### config.mk
export PLATFORM = sky130hd
export DESIGN_NAME = dt_top
export DESIGN_NICKNAME = d
export VERILOG_FILES = /design/src/rtl/dt_pkg.sv /design/src/rtl/dt_ctrl.sv /design/src/rtl/dt_pixel_seq.sv /design/src/rtl/dt_addr_gen.sv /design/src/rtl/dt_min_acc.sv /design/src/rtl/dt_top.sv
export VERILOG_INCLUDE_DIRS = /design/src /design/src/rtl
export SDC_FILE = /design/constraint.sdc
export NUM_CORES = 1
export LEC_CHECK = 0
export BUFFER_PORTS_ARGS = -buffer_cell sky130_fd_sc_hd__buf_2
export CAP_MARGIN = 20
export CELL_PAD_IN_SITES_DETAIL_PLACEMENT = 0
export CELL_PAD_IN_SITES_GLOBAL_PLACEMENT = 1
export CORE_MARGIN = 2
export CORE_UTILIZATION = 42
export CTS_CLUSTER_DIAMETER = 80
export CTS_CLUSTER_SIZE = 28
export DETAILED_ROUTE_END_ITERATION = 10
export GPL_ROUTABILITY_DRIVEN = 0
export HOLD_SLACK_MARGIN = 0.1
export MAX_ROUTING_LAYER = met4
export PLACE_DENSITY_LB_ADDON = 0.1
export SYNTH_ARGS = -nofsm -noshare
export SYNTH_HDL_FRONTEND = slang
export SYNTH_SLANG_ARGS = --single-unit
### constraint.sdc
create_clock -name clk -period 7.3 [get_ports clk]
set_input_delay 0.73 -clock clk [delete_from_list [all_inputs] [get_ports clk]]
set_output_delay 0.73 -clock clk [all_outputs]
set_load 0.02 [all_outputs]
### src/rtl/dt_defines.svh
`ifndef DT_DEFINES_SVH
`define DT_DEFINES_SVH

// ====================
// image geometry
// ====================

// side of the square image in pixels, power of two
`define DT_IMG_W 128

// packed rom word, msb is the leftmost pixel
`define DT_WORD_W 16

// word address into the packed rom
`define DT_STI_AW ($clog2(`DT_IMG_W * `DT_IMG_W / `DT_WORD_W))

// byte address into the result ram, one byte per pixel
`define DT_RES_AW ($clog2(`DT_IMG_W * `DT_IMG_W))

`define DT_DIST_W 8

`endif

### src/rtl/dt_pkg.sv
`include "dt_defines.svh"

package dt_pkg;

    // pass sequencing
    typedef enum logic [1:0] {
        st_idle,
        st_forward,
        st_backward,
        st_done
    } dt_state_t;

    // cycles within one pixel
    typedef enum logic [2:0] {
        ph_center,
        ph_nb0,
        ph_nb1,
        ph_nb2,
        ph_nb3,
        ph_write
    } dt_phase_t;

    typedef logic [`DT_STI_AW-1:0]       sti_addr_t;
    typedef logic [`DT_RES_AW-1:0]       res_addr_t;
    typedef logic [`DT_DIST_W-1:0]       dist_t;
    typedef logic [$clog2(`DT_IMG_W)-1:0] coord_t;

endpackage

### src/rtl/dt_ctrl.sv
`include "dt_defines.svh"

module dt_ctrl (
    input  logic              clk,
    input  logic              reset,
    input  logic              pixel_last,
    output dt_pkg::dt_state_t state,
    output dt_pkg::coord_t    row,
    output dt_pkg::coord_t    col,
    output logic              pixel_start,
    output logic              done
);
    import dt_pkg::*;

    // interior limits, border row and column are skipped
    localparam coord_t FIRST = coord_t'(1);
    localparam coord_t LAST  = coord_t'(`DT_IMG_W - 2);

    always_ff @(posedge clk or negedge reset)
    begin
        if (!reset)
        begin
            state       <= st_idle;
            row         <= FIRST;
            col         <= FIRST;
            pixel_start <= 1'b0;
        end
        else
        begin
            pixel_start <= 1'b0;
            case (state)
                st_idle:
                begin
                    state       <= st_forward;
                    pixel_start <= 1'b1;
                end
                st_forward:
                begin
                    if (pixel_last)
                    begin
                        // backward pass starts where forward ends
                        pixel_start <= 1'b1;
                        if (col != LAST)
                            col <= col + 1'b1;
                        else if (row != LAST)
                        begin
                            col <= FIRST;
                            row <= row + 1'b1;
                        end
                        else
                            state <= st_backward;
                    end
                end
                st_backward:
                begin
                    if (pixel_last)
                    begin
                        if (col != FIRST)
                        begin
                            col         <= col - 1'b1;
                            pixel_start <= 1'b1;
                        end
                        else if (row != FIRST)
                        begin
                            col         <= LAST;
                            row         <= row - 1'b1;
                            pixel_start <= 1'b1;
                        end
                        else
                            state <= st_done;
                    end
                end
                default:
                    state <= st_done;
            endcase
        end
    end

    assign done = (state == st_done);

endmodule

### src/rtl/dt_pixel_seq.sv
module dt_pixel_seq (
    input  logic              clk,
    input  logic              reset,
    input  dt_pkg::dt_state_t state,
    input  logic              pixel_start,
    input  logic              object_bit,
    input  logic              center_zero,
    output dt_pkg::dt_phase_t phase,
    output logic              res_rd,
    output logic              res_wr,
    output logic              sti_rd,
    output logic              pixel_last
);
    import dt_pkg::*;

    logic      in_pixel;
    logic      active;
    logic      nb_phase;
    dt_phase_t next_phase;

    assign active   = pixel_start | in_pixel;
    assign nb_phase = (phase == ph_nb0) || (phase == ph_nb1) ||
                      (phase == ph_nb2) || (phase == ph_nb3);

    // ====================
    // strobes
    // ====================
    assign pixel_last = active && ((phase == ph_write) ||
                        (phase == ph_center && state == st_backward && center_zero));
    assign res_wr = active && (phase == ph_write);
    // forward centre comes from the rom, backward centre from the ram
    assign res_rd = active && (nb_phase || (phase == ph_center && state == st_backward));
    assign sti_rd = (state == st_forward);

    always_comb
    begin
        next_phase = ph_center;
        if (!pixel_last)
        begin
            case (phase)
                ph_center:
                begin
                    // background pixel goes straight to its write
                    if (state == st_forward && !object_bit)
                        next_phase = ph_write;
                    else
                        next_phase = ph_nb0;
                end
                ph_nb0:  next_phase = ph_nb1;
                ph_nb1:  next_phase = ph_nb2;
                ph_nb2:  next_phase = ph_nb3;
                ph_nb3:  next_phase = ph_write;
                default: next_phase = ph_center;
            endcase
        end
    end

    always_ff @(posedge clk or negedge reset)
    begin
        if (!reset)
        begin
            phase    <= ph_center;
            in_pixel <= 1'b0;
        end
        else
        begin
            if (active)
                phase <= next_phase;
            if (pixel_last)
                in_pixel <= 1'b0;
            else if (pixel_start)
                in_pixel <= 1'b1;
        end
    end

endmodule

### src/rtl/dt_addr_gen.sv
`include "dt_defines.svh"

module dt_addr_gen (
    input  dt_pkg::dt_state_t     state,
    input  dt_pkg::dt_phase_t     phase,
    input  dt_pkg::coord_t        row,
    input  dt_pkg::coord_t        col,
    input  logic [`DT_WORD_W-1:0] sti_di,
    output dt_pkg::sti_addr_t     sti_addr,
    output dt_pkg::res_addr_t     res_addr,
    output logic                  object_bit
);
    import dt_pkg::*;

    localparam int SEL_W = $clog2(`DT_WORD_W);

    res_addr_t        pix_idx;
    coord_t           nb_row;
    coord_t           nb_col;
    logic             nb_border;
    logic [SEL_W-1:0] bit_sel;

    // rom word holds WORD_W pixels of one row, leftmost in the msb
    assign pix_idx  = {row, col};
    assign sti_addr = pix_idx[`DT_RES_AW-1 -: `DT_STI_AW];
    assign bit_sel  = ~col[SEL_W-1:0];

    // ====================
    // neighbour offsets
    // ====================
    always_comb
    begin
        nb_row = row;
        nb_col = col;
        if (state == st_backward)
        begin
            // E, SW, S, SE
            case (phase)
                ph_nb0:
                    nb_col = col + 1'b1;
                ph_nb1:
                begin
                    nb_row = row + 1'b1;
                    nb_col = col - 1'b1;
                end
                ph_nb2:
                    nb_row = row + 1'b1;
                ph_nb3:
                begin
                    nb_row = row + 1'b1;
                    nb_col = col + 1'b1;
                end
                default:
                    nb_row = row;
            endcase
        end
        else
        begin
            // NW, N, NE, W
            case (phase)
                ph_nb0:
                begin
                    nb_row = row - 1'b1;
                    nb_col = col - 1'b1;
                end
                ph_nb1:
                    nb_row = row - 1'b1;
                ph_nb2:
                begin
                    nb_row = row - 1'b1;
                    nb_col = col + 1'b1;
                end
                ph_nb3:
                    nb_col = col - 1'b1;
                default:
                    nb_row = row;
            endcase
        end
    end

    assign nb_border = (nb_row == '0) || (&nb_row) || (nb_col == '0) || (&nb_col);
    assign res_addr  = {nb_row, nb_col};

    // in neighbour phases a border neighbour reads as background
    assign object_bit = (phase == ph_center || phase == ph_write) ? sti_di[bit_sel]
                                                                  : !nb_border;

endmodule

### src/rtl/dt_min_acc.sv
module dt_min_acc (
    input  logic              clk,
    input  logic              reset,
    input  dt_pkg::dt_state_t state,
    input  dt_pkg::dt_phase_t phase,
    input  logic              object_bit,
    input  dt_pkg::dist_t     res_di,
    output dt_pkg::dist_t     res_do,
    output logic              center_zero
);
    import dt_pkg::*;

    dist_t acc;
    dist_t nb_val;
    dist_t step;
    logic  nb_phase;

    assign nb_phase = (phase == ph_nb0) || (phase == ph_nb1) ||
                      (phase == ph_nb2) || (phase == ph_nb3);

    // border neighbours count as zero
    assign nb_val = object_bit ? res_di : '0;
    assign step   = (state == st_backward) ? dist_t'(nb_val + 1'b1) : nb_val;

    assign center_zero = (state == st_backward) && (phase == ph_center) && (res_di == '0);

    // ====================
    // running minimum
    // ====================
    always_ff @(posedge clk or negedge reset)
    begin
        if (!reset)
            acc <= '1;
        else if (phase == ph_center)
        begin
            if (state == st_backward)
                acc <= res_di;
            else
                acc <= '1;
        end
        else if (nb_phase && (step < acc))
            acc <= step;
    end

    always_comb
    begin
        if (state == st_forward)
            res_do = object_bit ? dist_t'(acc + 1'b1) : '0;
        else
            res_do = acc;
    end

endmodule

### src/rtl/dt_top.sv
`include "dt_defines.svh"

module dt_top (
    input  logic                  clk,
    input  logic                  reset,
    input  logic [`DT_WORD_W-1:0] sti_di,
    input  dt_pkg::dist_t         res_di,
    output logic                  sti_rd,
    output logic                  res_rd,
    output logic                  res_wr,
    output logic                  done,
    output dt_pkg::sti_addr_t     sti_addr,
    output dt_pkg::res_addr_t     res_addr,
    output dt_pkg::dist_t         res_do
);

    dt_pkg::dt_state_t state;
    dt_pkg::dt_phase_t phase;
    dt_pkg::coord_t    row;
    dt_pkg::coord_t    col;
    logic              pixel_start;
    logic              pixel_last;
    logic              object_bit;
    logic              center_zero;

    dt_ctrl i_ctrl (
        .clk         (clk),
        .reset       (reset),
        .pixel_last  (pixel_last),
        .state       (state),
        .row         (row),
        .col         (col),
        .pixel_start (pixel_start),
        .done        (done)
    );

    dt_pixel_seq i_pixel_seq (
        .clk         (clk),
        .reset       (reset),
        .state       (state),
        .pixel_start (pixel_start),
        .object_bit  (object_bit),
        .center_zero (center_zero),
        .phase       (phase),
        .res_rd      (res_rd),
        .res_wr      (res_wr),
        .sti_rd      (sti_rd),
        .pixel_last  (pixel_last)
    );

    dt_addr_gen i_addr_gen (
        .state      (state),
        .phase      (phase),
        .row        (row),
        .col        (col),
        .sti_di     (sti_di),
        .sti_addr   (sti_addr),
        .res_addr   (res_addr),
        .object_bit (object_bit)
    );

    dt_min_acc i_min_acc (
        .clk         (clk),
        .reset       (reset),
        .state       (state),
        .phase       (phase),
        .object_bit  (object_bit),
        .res_di      (res_di),
        .res_do      (res_do),
        .center_zero (center_zero)
    );

endmodule

# Yosys cells after proc, flatten, opt, wreduce, memory -nomap -nowiden
# Index checks and enable logic that the tools add are counted.
[word_totals]
reg_bits = 29
[op_classes]
addsub = 6
magnitude_cmp = 2
eq_ne = 22
muxes = 47
n_bitwise = 2
n_reduce_logical = 35
[op_table]
columns = ["operator", "n"]
rows = [
  ["$mux W7", 16],
  ["$mux W8", 7],
  ["$pmux W7 S2", 4],
  ["$reduce_and A7 Y1", 3],
  ["$add A8 B1 Y8 const B", 2],
  ["$pmux W3 S5", 1],
  ["$add A7 B1 Y7 const B", 2],
  ["$logic_not A7 Y1", 2],
  ["$ne A7 B1 Y1 const B", 2],
  ["$ne A7 B7 Y1 const B", 2],
  ["$sub A7 B1 Y7 const B", 2],
  ["$mux W2", 6],
  ["$ne A2 B2 Y1 const B", 6],
  ["$logic_or A1 B1 Y1", 9],
  ["$logic_and A1 B1 Y1", 8],
  ["$logic_not A8 Y1", 1],
  ["$lt A8 B8 Y1", 1],
  ["$mux W1", 8],
  ["$eq A3 B2 Y1 const B", 2],
  ["$eq A3 B3 Y1 const B", 2],
  ["$mux W3", 2],
  ["$pmux W2 S3", 1],
  ["$reduce_and A6 Y1", 1],
  ["$reduce_bool A2 Y1", 3],
  ["17 further kinds", 21],
]

# Longest topological paths before layout
# Gate-level depths: netlist (run 1).
[logic_depth]
depth_word = 17
ltp_mapped = 29
ltp_nobuf = 26

# By module
# A second synthesis (run 1) with hierarchy kept.
[unflattened]
hier_cells = 501
area_unflattened_um2 = 3956.3
[by_module_without_submodules]
columns = ["module", "n_inst", "cells_per_inst", "area_per_inst_um2"]
rows = [
  ["dt_ctrl", 1, 149, 1316.3],
  ["dt_addr_gen", 1, 176, 1211.2],
  ["dt_min_acc", 1, 149, 1166.1],
  ["dt_pixel_seq", 1, 27, 262.8],
]

# Worst setup path before layout (run 1)
# No wires, ideal clock.
[synth_path]
path_kind = "register to register"
startpoint = "register i_ctrl.col[0]"
endpoint = "register i_min_acc.acc[0]"
setup_time_ns = 0.083
arrival_time_ns = 6.431
t_required_ns = 7.217
path_slack_ns = 0.786
path_stages_with_launch = 30
path_buffers = 3
cell_sequence = "dfstp_2 > buf_2 > inv_1 > ha_1 > or4b_1 > o221ai_1 > a211oi_1 > a211oi_1 > and4_1 > nand4_1 > o211ai_2 > o21bai_1 > clkbuf_1 > and2_1 > ha_1 > and2_1 > and3_1 > and3_1 > xor2_1 > and2_1 > ha_1 > nor2b_1 > o21ai_0 > o2111ai_1 > a311o_1 > a31oi_1 > mux2i_2 > and2_1 > buf_2 > o311a_1"
[synth_via]
elab_chain_cells = 14
word_cells_on_any_way = 22
[synth_lines]
columns = ["element", "line", "rtl"]
rows = [
  ["start: declaration", "dt_ctrl.sv:9", "output dt_pkg::coord_t col,"],
  ["start signal: assignment", "dt_ctrl.sv:44", "col <= col + 1'b1;"],
  ["start signal: assignment", "dt_ctrl.sv:60", "col <= col - 1'b1;"],
  ["$sub A7 B1 Y7 / $add A7 B1 Y7 (equally long branches)", "n/a", ""],
  ["$pmux W7 S2, on equally long branches", "dt_addr_gen.sv:60, dt_addr_gen.sv:38", ""],
  ["$mux W7 (*)", "dt_addr_gen.sv:35", "if (state == st_backward)"],
  ["net res_addr[1]", "dt_top.sv:13", "output dt_pkg::res_addr_t res_addr,"],
  ["$logic_not A7 Y1", "dt_addr_gen.sv:81", "assign nb_border = (nb_row == '0) || (&nb_row) || (nb_col == '0) || (&nb_col);"],
  ["$logic_or A1 B1 Y1", "dt_addr_gen.sv:81", ""],
  ["$logic_or A1 B1 Y1 (*)", "dt_addr_gen.sv:81", ""],
  ["$logic_not A1 Y1 (*)", "dt_addr_gen.sv:86", ": !nb_border;"],
  ["$mux W1 (*)", "dt_addr_gen.sv:85", "assign object_bit = (phase == ph_center || phase == ph_write) ? sti_di[bit_sel]"],
  ["$mux W8 (*)", "dt_min_acc.sv:22", "assign nb_val = object_bit ? res_di : '0;"],
  ["$add A8 B1 Y8", "dt_min_acc.sv:23", "assign step = (state == st_backward) ? dist_t'(nb_val + 1'b1) : nb_val;"],
  ["$mux W8 (*)", "dt_min_acc.sv:23", ""],
  ["$lt A8 B8 Y1", "dt_min_acc.sv:41", "else if (nb_phase && (step < acc))"],
  ["$logic_and A1 B1 Y1", "dt_min_acc.sv:41", ""],
  ["$reduce_bool A2 Y1 (no source line)", "n/a", ""],
  ["end signal: assignment", "dt_min_acc.sv:37", "acc <= res_di;"],
  ["end signal: assignment", "dt_min_acc.sv:42", "acc <= step;"],
  ["end: declaration", "dt_min_acc.sv:13", "dist_t acc;"],
]
# The timed path passes the listed nets; every way through them passes the cells marked *. The select of a mux whose other input is x is not followed.
# A chain may end at the register's enable or synchronous reset.

# Worst setup path in the final report (run 1)
[layout_path]
startpoint = "register i_ctrl.state[1]"
endpoint = "register i_min_acc.acc[0]"
[layout_via]
elab_chain_cells = 14
word_cells_on_any_way = 21
[layout_lines]
columns = ["element", "line", "rtl"]
rows = [
  ["start: declaration", "dt_ctrl.sv:7", "output dt_pkg::dt_state_t state,"],
  ["start signal: assignment", "dt_ctrl.sv:23", "state <= st_idle;"],
  ["start signal: assignment", "dt_ctrl.sv:34", "state <= st_forward;"],
  ["start signal: assignment", "dt_ctrl.sv:51", "state <= st_backward;"],
  ["$eq A2 B2 Y1 (*)", "dt_addr_gen.sv:35, dt_min_acc.sv:23, dt_min_acc.sv:36", ""],
  ["$mux W7", "dt_addr_gen.sv:35", ""],
  ["$logic_not A7 Y1 / $reduce_and A7 Y1 (equally long branches)", "dt_addr_gen.sv:81", ""],
  ["$logic_or A1 B1 Y1 (3 in a row)", "dt_addr_gen.sv:81", ""],
  ["$logic_not A1 Y1", "dt_addr_gen.sv:86", ""],
  ["$mux W1", "dt_addr_gen.sv:85", ""],
  ["$mux W8", "dt_min_acc.sv:22", ""],
  ["$add A8 B1 Y8", "dt_min_acc.sv:23", ""],
  ["$mux W8", "dt_min_acc.sv:23", ""],
  ["$lt A8 B8 Y1", "dt_min_acc.sv:41", ""],
  ["$logic_and A1 B1 Y1", "dt_min_acc.sv:41", ""],
  ["$reduce_bool A2 Y1 (no source line)", "n/a", ""],
]
# Mark *: on every way between the ends. The rest lies on a longest branch, timed or not. The select of a mux whose other input is x is not followed.

==> results of run 1 <==
-- worst max-delay path by stage --
stage / startpoint / to / slack, ps
after detailed placement: i_ctrl.state[1] / i_min_acc.acc[0] / 590
after global routing: i_ctrl.state[1] / i_min_acc.acc[0] / 30
after global placement: i_ctrl.state[1] / i_min_acc.acc[0] / 760
final: i_ctrl.state[1] / i_min_acc.acc[0] / 460
after floorplan: i_ctrl.col[0] / i_min_acc.acc[0] / 790
after CTS: i_ctrl.state[1] / i_min_acc.acc[0] / 550
-- stage by stage --
stage | total power [mW] | area (um2) | setup WS [ps] | utilization, %
finish | 1.69 | 4160 | 463 | 47.7
global route | 1.84 | 4160 | 31.1 | 47.7
CTS | 1.69 | 4160 | 546 | 47.7
detailed placement | 1.54 | 4080 | 591 | 46.8
global placement | 1.53 | 4080 | 762 | 46.8
floorplan | 1.22 | 3790 | 786 | -
-- worst max-delay path, stage by stage, from the launching register on --
cell and delay (ps):
dfrtp_1 520, nor2b_2 760, buf_4 410, nor3_1 110
a21o_1 210, a211o_1 330, nor4b_1 420, a221oi_1 180
o211ai_2 320, o21bai_1 140, and2_1 170, ha_1 180
and2_1 180, and3_1 210, and3_1 210, xor2_1 140
and2_1 150, ha_1 280, nor2b_1 130, o21ai_0 210
o2111ai_1 150, a311o_1 320, a31oi_1 180, mux2i_2 180
and2_1 280, o311a_1 350
-- cells in the final DEF (no fill, tap or decap), types with 6 or more instances in the layout --
master / Yosys / routed
a211oi_1: 7 / 7
a21oi_1: 39 / 39
a31oi_1: 6 / 6
and2_1: 13 / 13
and3_1: 9 / 9
buf_2: 19 / 61
buf_4: 5 / 9
dfrtp_1: 19 / 19
dfstp_2: 10 / 10
ha_1: 17 / 17
inv_1: 19 / 19
nand2_1: 43 / 43
nand2b_1: 12 / 12
nand3_1: 24 / 24
nand4_1: 12 / 12
nor2_1: 36 / 36
nor3_1: 12 / 12
o211ai_1: 10 / 10
o21ai_0: 35 / 35
o22ai_1: 8 / 8
or3_1: 6 / 6
xnor2_1: 14 / 14
xor2_1: 10 / 10
-- area by class of cell --
class / count / area [um2] / area share, %
flip-flops and latches: 29 / 738 / 17.7
multi-input cells: 416 / 2760 / 66.3
clock inverters: 2 / 10.0 / 0.240
repair buffers: 70 / 373 / 8.95
inverters: 20 / 75.1 / 1.80
well taps: 108 / 135 / 3.25
clock buffers: 6 / 72.6 / 1.74
-- report_power, final --
part,switching (mW),leakage (nW),internal (mW),total (mW)
Sequential,0.105,0.343,0.229,0.334
Clock,0.0685,0.0450,0.0661,0.135
Combinational,0.744,1.36,0.477,1.22
-- routing by layer --
layer / routed length, um / vias to the layer above / GRT usage (%)
met3: 634 / 15 / 2.84
met2: 5550 / 130 / 39.2
met5: 0 / - / -
met1: 5730 / 2004 / 37.3
li1: - / 1970 / -
met4: 235 / 0 / 6.32
-- logic make-up after synthesis --
logic type      share of synthesized area, %
compound gates                          27.4
xor+xnor                                5.97
fa+ha+maj                               5.90
buf+inv                                 7.85
flops                                   19.5
mux                                     5.01
simple gates                            28.4
-- registers in the layout, indices dropped and copies added (netlist names) --
register / cells
i_ctrl.row: 7
i_ctrl.state: 2
i_min_acc.acc: 8
i_ctrl.pixel_start: 1
i_pixel_seq.phase: 3
i_ctrl.col: 7
i_pixel_seq.in_pixel: 1
==> run_results.csv, run 1 <==
group,metric,value,unit
timing,setup_violations,0,
critical_path,crit_type,"reg -> reg",
clock_tree,post_cts_buffers,0,
flow_run,cap_violations,0,
timing,min_period_over_period,93.7,%
synthesis,synth-main-ff-cell,"dfrtp_1",
critical_path,worstPathArrival,7050,ps
route,dr_total_vias,4119,
clock_tree,insertion_delay,280,ps
cells_and_area,area_delta_synth_final,9.76,%
clock_tree,root_buffer,"clkbuf_8",
clock_tree,ctsHoldBuffers,0,
min_path,hp-class,"in -> async",
critical_path,end_kind,"flip-flop",
synthesis,yosys.area.top_type,"dfrtp_1",
synthesis,ys_ff_latch,29,
synthesis,synth_most_common_cell,"nand2_1",
route,ant_nets,0,
pwr,peakVddDrop,0.172,mV
global_routing,overflow,0,
route,wl_per_cell,18.7,um
timing,slew_headroom,33.0,%
synthesis,syn_avg_cell_area,7.40,um2
timing,rsz0062_at_grt,"false",
critical_path,crit_fanout,24,
timing,hold_viol_final,0,
timing,fmax,0.146,GHz
synthesis,yosys-top-cells-count,"nand2_1 (43), a21oi_1 (39), nor2_1 (36)",
clock_tree,cts_tree,"yes",
placement,dp_hpwl,8990,um
synthesis,synthCells,513,
clock_tree,clock-sinks,29,
clock_tree,clockBufferDepth,2,
global_routing,grt_max_degree,30,
cells_and_area,fin_cells,651,
synthesis,syn_nets,556,
clock_tree,cts_made_buffers,5,
cells_and_area,drive_gt1_share,19.0,%
timing,holdWs,508,ps
clock_tree,h-tree-depth,2,
synthesis,yosysTopAreaCellShare,12.5,%
timing,tightest_slew,993,ps
clock_tree,cts_resized,0,
floorplan,die_h,99.0,um
clock_tree,path_clk_slew,70,ps
global_routing,antenna_found_initial,0,
timing,finalCriticalPeriod,6840,ps
pwr,p_per_area,406,nW/um2
pwr,cellLeakagePower,1.75,nW
cells_and_area,antenna_cells,0,
floorplan,fp-row-count,34,
critical_path,rr_startpoint,"i_ctrl.state[1]",
synthesis,synth_area,3790,um2
global_routing,first_global_vias,3895,
critical_path,r2r_setup_slack,460,ps
global_routing,grt_usage,26.0,%
cells_and_area,fillCellCount,916,
route,drc_errors,0,
timing,finalMaxSlewViolations,0,
placement,place_inst,643,
critical_path,crit_path_start_kind,"flip-flop",
route,avgViaCountPerCell,6.33,
synthesis,postSynth.asyncResetShare,100,%
synthesis,ys_seq_area_share,19.5,%
route,drtIter0Drc,312,
synthesis,synth-warning-count,0,
cells_and_area,nets,585,
floorplan,dieArea,9810,um2
global_routing,grt_pass1_wl,20200,um
route,drtPass1Iterations,5,
timing,clock_skew,3.18,ps
timing,fin_setup_tns,0,ps
synthesis,synthTopCellsByArea,"dfrtp_1 (13%), dfstp_2 (6.9%), ha_1 (5.6%), a21oi_1 (5.1%), o21ai_0 (4.6%)",
synthesis,synth_edf_count,0,
floorplan,die_w,99.0,um
floorplan,initial_utilization,43.5,%
route,drt-total-wl,12100,um
synthesis,ys_types,69,
floorplan,coreArea,8720,um2
critical_path,reg2reg_to,"i_min_acc.acc[0]",
floorplan,top_level_ports,62,
run_status,outcome,"complete, no violations",
placement,portBuffers,61,
critical_path,cp.required,7510,ps
critical_path,r2r_cells,25,
(Power assumes the default switching activity.)
==> run 2, diff against run 1 <==
--- a/config.mk
+++ b/config.mk
@@ -10,7 +10,7 @@
 export CAP_MARGIN = 20
 export CELL_PAD_IN_SITES_DETAIL_PLACEMENT = 0
 export CELL_PAD_IN_SITES_GLOBAL_PLACEMENT = 1
-export CORE_MARGIN = 2
+export CORE_MARGIN = 5
 export CORE_UTILIZATION = 42
 export CTS_CLUSTER_DIAMETER = 80
 export CTS_CLUSTER_SIZE = 28
==> constraint.sdc (replaced) <==
create_clock -name clk -period 7.15 [get_ports clk]
set_input_delay 0.715 -clock clk [delete_from_list [all_inputs] [get_ports clk]]
set_output_delay 0.715 -clock clk [all_outputs]
set_load 0.02 [all_outputs]
==> run 2 against run 1 <==
Power grew 1.6%. Via count is 0.78% lower. Clock power is 7% higher. Flip-flop and latch count is the same. Critical path depth unchanged. First-iteration DRC count shrank 17%. Clock-buffer cell count decreased by 1. Hold slack worse by 34 ps. Critical endpoint unchanged. Highest routed layer unchanged.
==> run_results.csv, run 2 (synthesis results as in run 1) <==
group,metric,value,unit
global_routing,overflow,0,
placement,portBuffers,61,
floorplan,coreArea,8760,um2
timing,rsz0062_at_grt,"false",
pwr,peakVddDrop,0.279,mV
critical_path,cp_common_cell,"and2_1",
floorplan,die_w,105,um
route,drtPass1Iterations,5,
cells_and_area,fillCellCount,919,
route,ant_nets,0,
critical_path,cpPeakStageDelay,710,ps
critical_path,worstPathArrival,6730,ps
global_routing,grt_max_degree,30,
route,drc_errors,0,
clock_tree,cts_tree,"yes",
cells_and_area,largest-register,"i_min_acc.acc",
cells_and_area,nets,583,
cells_and_area,final_cell_mix,"buf_2 (61), nand2_1 (43), a21oi_1 (39), nor2_1 (36), o21ai_0 (35)",
critical_path,crit_slowest_cell,"dfrtp_1",
clock_tree,post_cts_buffers,0,
clock_tree,path_clk_slew,70,ps
route,avgViaCountPerCell,6.30,
cells_and_area,drive_gt1_share,18.9,%
timing,hold_viol_final,0,
timing,tightest_slew,952,ps
timing,finalMaxSlewViolations,0,
flow_run,cap_violations,0,
floorplan,dieArea,11000,um2
clock_tree,cts_resized,0,
clock_tree,clock-sinks,29,
floorplan,die_h,105,um
critical_path,end_kind,"flip-flop",
cells_and_area,antenna_cells,0,
global_routing,grt_usage,22.8,%
timing,clock_skew,4.03,ps
floorplan,initial_utilization,43.3,%
cells_and_area,largest_reg_flops,8,
cells_and_area,reg_top3,"i_min_acc.acc (8), i_ctrl.col (7), i_ctrl.row (7)",
critical_path,crit_fanout,27,
critical_path,cp.required,7380,ps
global_routing,grt_pass1_wl,20400,um
cells_and_area,fin_area,4160,um2
route,drt-total-wl,12200,um
global_routing,first_global_vias,3927,
floorplan,top_level_ports,62,
placement,dp_hpwl,9220,um
pwr,cellLeakagePower,1.74,nW
clock_tree,insertion_delay,290,ps
clock_tree,cts_made_buffers,5,
timing,finalCriticalPeriod,6500,ps
placement,dpl-instance-area,4070,um2
clock_tree,ctsHoldBuffers,0,
run_status,outcome,"complete, no violations",
timing,slew_headroom,36.3,%
pwr,p_per_area,413,nW/um2
critical_path,crit_type,"reg -> reg",
clock_tree,clockBufferDepth,2,
route,wl_per_cell,18.8,um
route,drtIter0Drc,260,
timing,fin_setup_tns,0,ps
timing,min_period_over_period,91.0,%
critical_path,crit_path_start_kind,"flip-flop",
cells_and_area,area_delta_synth_final,9.60,%
clock_tree,h-tree-depth,2,
floorplan,fp-row-count,34,
cells_and_area,final_common_cell,"buf_2",
clock_tree,root_buffer,"clkbuf_8",
timing,fmax,0.154,GHz
timing,setup_violations,0,
route,dr_total_vias,4087,
min_path,hp-class,"in -> async",
global_routing,antenna_found_initial,0,
run 2: cell type report:
type                    instances  area, um2  share of cell area, %
repair buffers                 68        358                   8.61
clock buffers                   5       68.8                   1.66
inverters                      20       75.1                   1.81
flip-flops and latches         29        738                   17.8
clock inverters                 3       17.5                  0.421
multi-input cells             416       2770                   66.5
well taps                     108        135                   3.25
run 2: critical path: cells and delay by family, from the launching register on:
kind	cells	cell delay [ps]
AOI/OAI and AO/OA	11	2470
and+or+nand+nor	9	2260
DFF	1	710
adders and majority gates	2	460
buffers and inverters	1	220
muxes	1	180
xor gates and xnor gates	1	140
run 2: final timing paths:
kind	end	slack [ps]	startpoint	cells after the start
worst max-delay path	i_min_acc.acc[0]	650	i_pixel_seq.phase[0]	25
worst min-delay path	i_ctrl.row[4]	470	reset	1
worst max register to register	i_min_acc.acc[0]	650	i_pixel_seq.phase[0]	25
worst min register to register	i_ctrl.row[0]	580	i_ctrl.row[0]	1
max in group asynchronous	i_ctrl.row[5]	6210	reset	1
min in group clk	i_ctrl.row[0]	580	i_ctrl.row[0]	1
run 2: per-stage QoR:
stage               setup WS (ps)  utilization, %  power [mW]  std cells  hold WS (ps)
finish                        646            47.4        1.72        649           473
global route                 31.0            47.4        1.87        649           538
CTS                           507            47.4        1.72        649           500
detailed placement            531            46.4        1.56        641           572
global placement              685            46.4        1.56        641           573
floorplan                     636               -        1.25        513           419
run 2: where the power goes:
part / leakage (nW) / switching, mW / internal [mW]
Clock: 0.0439 / 0.0771 / 0.0672
Sequential: 0.343 / 0.123 / 0.233
Combinational: 1.35 / 0.737 / 0.479
Total: 1.74 / 0.937 / 0.780
run 2: layer usage:
metal | global-route usage [%] | vias to the layer above | wire length [um]
li1 | - | 1978 | -
met1 | 30.4 | 1928 | 5640
met2 | 36.2 | 170 | 5640
met3 | 4.19 | 11 | 830
met4 | 4.93 | 0 | 101
met5 | - | - | 0
==> run 3, diff against run 2 <==
--- a/config.mk
+++ b/config.mk
@@ -6,15 +6,15 @@
 export SDC_FILE = /design/constraint.sdc
 export NUM_CORES = 1
 export LEC_CHECK = 0
-export BUFFER_PORTS_ARGS = -buffer_cell sky130_fd_sc_hd__buf_2
 export CAP_MARGIN = 20
 export CELL_PAD_IN_SITES_DETAIL_PLACEMENT = 0
 export CELL_PAD_IN_SITES_GLOBAL_PLACEMENT = 1
 export CORE_MARGIN = 5
-export CORE_UTILIZATION = 42
+export CORE_UTILIZATION = 48
 export CTS_CLUSTER_DIAMETER = 80
 export CTS_CLUSTER_SIZE = 28
 export DETAILED_ROUTE_END_ITERATION = 10
+export DONT_BUFFER_PORTS = 1
 export GPL_ROUTABILITY_DRIVEN = 0
 export HOLD_SLACK_MARGIN = 0.1
 export MAX_ROUTING_LAYER = met4
==> run 3 against run 2 <==
Critical path depth is 3 higher. Global-route usage up 1.7 points. Combinational power hardly changed. Largest power group unchanged.
==> run_results.csv, run 3 (synthesis results as in run 1) <==
group,metric,value,unit
critical_path,crit_type,"reg -> reg",
critical_path,cpPeakStageDelay,660,ps
placement,portBuffers,0,
floorplan,coreArea,7730,um2
cells_and_area,antenna_cells,0,
cells_and_area,largest-register,"i_min_acc.acc",
critical_path,cp.required,7360,ps
clock_tree,clockBufferDepth,2,
pwr,p_per_area,420,nW/um2
timing,holdWs,112,ps
clock_tree,clock-sinks,29,
cells_and_area,final_common_cell,"nand2_1",
route,drt-total-wl,11900,um
flow_run,cap_violations,0,
floorplan,die_w,98.9,um
timing,fin_setup_tns,0,ps
timing,clock_skew,7.24,ps
route,avgViaCountPerCell,6.49,
cells_and_area,final_cell_mix,"nand2_1 (43), a21oi_1 (39), nor2_1 (36), o21ai_0 (35), nand3_1 (24)",
global_routing,overflow,0,
floorplan,top_level_ports,62,
timing,slew_headroom,38.2,%
placement,dp_hpwl,8870,um
clock_tree,root_buffer,"clkbuf_8",
timing,hold_viol_final,0,
pwr,cellLeakagePower,1.57,nW
timing,finalCriticalPeriod,6650,ps
cells_and_area,fin_cells,599,
floorplan,dieArea,9780,um2
run_status,outcome,"complete, no violations",
clock_tree,post_cts_buffers,0,
route,drc_errors,0,
timing,tightest_slew,923,ps
critical_path,worstPathArrival,6860,ps
critical_path,crit_slowest_cell,"dfstp_2",
clock_tree,insertion_delay,290,ps
route,drtIter0Drc,213,
clock_tree,cts_made_buffers,5,
cells_and_area,reg_top3,"i_min_acc.acc (8), i_ctrl.col (7), i_ctrl.row (7)",
critical_path,crit_fanout,10,
floorplan,fp-row-count,32,
timing,worst_slack,503,ps
timing,rsz0062_at_grt,"false",
pwr,peakVddDrop,0.200,mV
global_routing,grt_max_degree,44,
route,ant_nets,0,
cells_and_area,nets,539,
pwr,power,1.66,mW
timing,min_period_over_period,93.0,%
cells_and_area,drive_gt1_share,11.3,%
cells_and_area,area_delta_synth_final,4.49,%
clock_tree,h-tree-depth,2,
global_routing,first_global_vias,3606,
timing,finalMaxSlewViolations,0,
clock_tree,cts_tree,"yes",
clock_tree,path_clk_slew,70,ps
route,wl_per_cell,19.9,um
placement,place_inst,590,
cells_and_area,fin_util,51.3,%
cells_and_area,fin_area,3960,um2
critical_path,crit_path_start_kind,"flip-flop",
global_routing,grt_usage,24.6,%
timing,fmax,0.150,GHz
route,dr_total_vias,3888,
floorplan,die_h,98.9,um
placement,dpl-instance-area,3870,um2
min_path,hp-class,"in -> async",
global_routing,grt_pass1_wl,19100,um
global_routing,antenna_found_initial,0,
timing,setup_violations,0,
floorplan,initial_utilization,49.1,%
critical_path,cp_common_cell,"and2_1",
critical_path,end_kind,"flip-flop",
cells_and_area,largest_reg_flops,8,
placement,place_ws,517,ps
route,drtPass1Iterations,5,
run 3: cell types whose count changed in the layout (fill, tap and decap cells not counted), sizes merged:
cell / before / now
buf: 68 / 23
clkinvlp: 1 / 0
dlygate4sd3: 0 / 1
clkbuf: 5 / 6
run 3: per-layer routing:
layer  global-route usage [%]  share of wire, %
met1                     32.2                44
met2                     39.7                48
met3                     3.96               5.8
met4                     5.88               1.7
met5                        -                 0
run 3: report_power, final:
| part | total [mW] | internal, mW | switching, mW | leakage (nW) |
|---|---|---|---|---|
| combinational | 1.20 | 0.458 | 0.743 | 1.18 |
| clock | 0.136 | 0.0674 | 0.0684 | 0.0450 |
| sequential | 0.326 | 0.234 | 0.0925 | 0.343 |
run 3: repair_timing:
action	4_1_cts	5_1_grt
hold buffers	0	1
endpoints found under the setup margin	0	0
gates resized for setup	0	0
endpoints found under the hold margin	0	4
run 3: final cells by class:
cell class	count	area [um2]
sequential	29	738
fill	783	3760
inverter	20	75.1
multi-input combinational	416	2760
timing repair buffer	24	180
tap	102	128
clock inverter	2	10.0
clock buffer	6	72.6
run 3: worst paths after layout:
| kind | to | slack, ps | startpoint | cells after the start |
|---|---|---|---|---|
| max in group asynchronous | i_ctrl.row[6] | 6270 | reset | 1 |
| setup / recovery | i_min_acc.acc[0] | 500 | i_ctrl.col[0] | 28 |
| hold / removal | i_ctrl.row[1] | 110 | reset | 0 |
| setup reg to reg | i_min_acc.acc[0] | 500 | i_ctrl.col[0] | 28 |
| min in group clk | i_min_acc.acc[3] | 600 | res_di[3] | 2 |
| hold reg to reg | i_min_acc.acc[5] | 600 | i_min_acc.acc[5] | 2 |
run 3: worst max-delay path, delay by kind of cell (launching register included):
kind | cells | cell delay, ps
AO/OA/AOI/OAI | 10 | 1880
XOR/XNOR | 1 | 140
adder cells (fa/ha/maj) | 3 | 790
buffers and inverters | 4 | 620
flip-flops | 1 | 660
multiplexers | 1 | 170
AND/OR/NAND/NOR | 9 | 2330
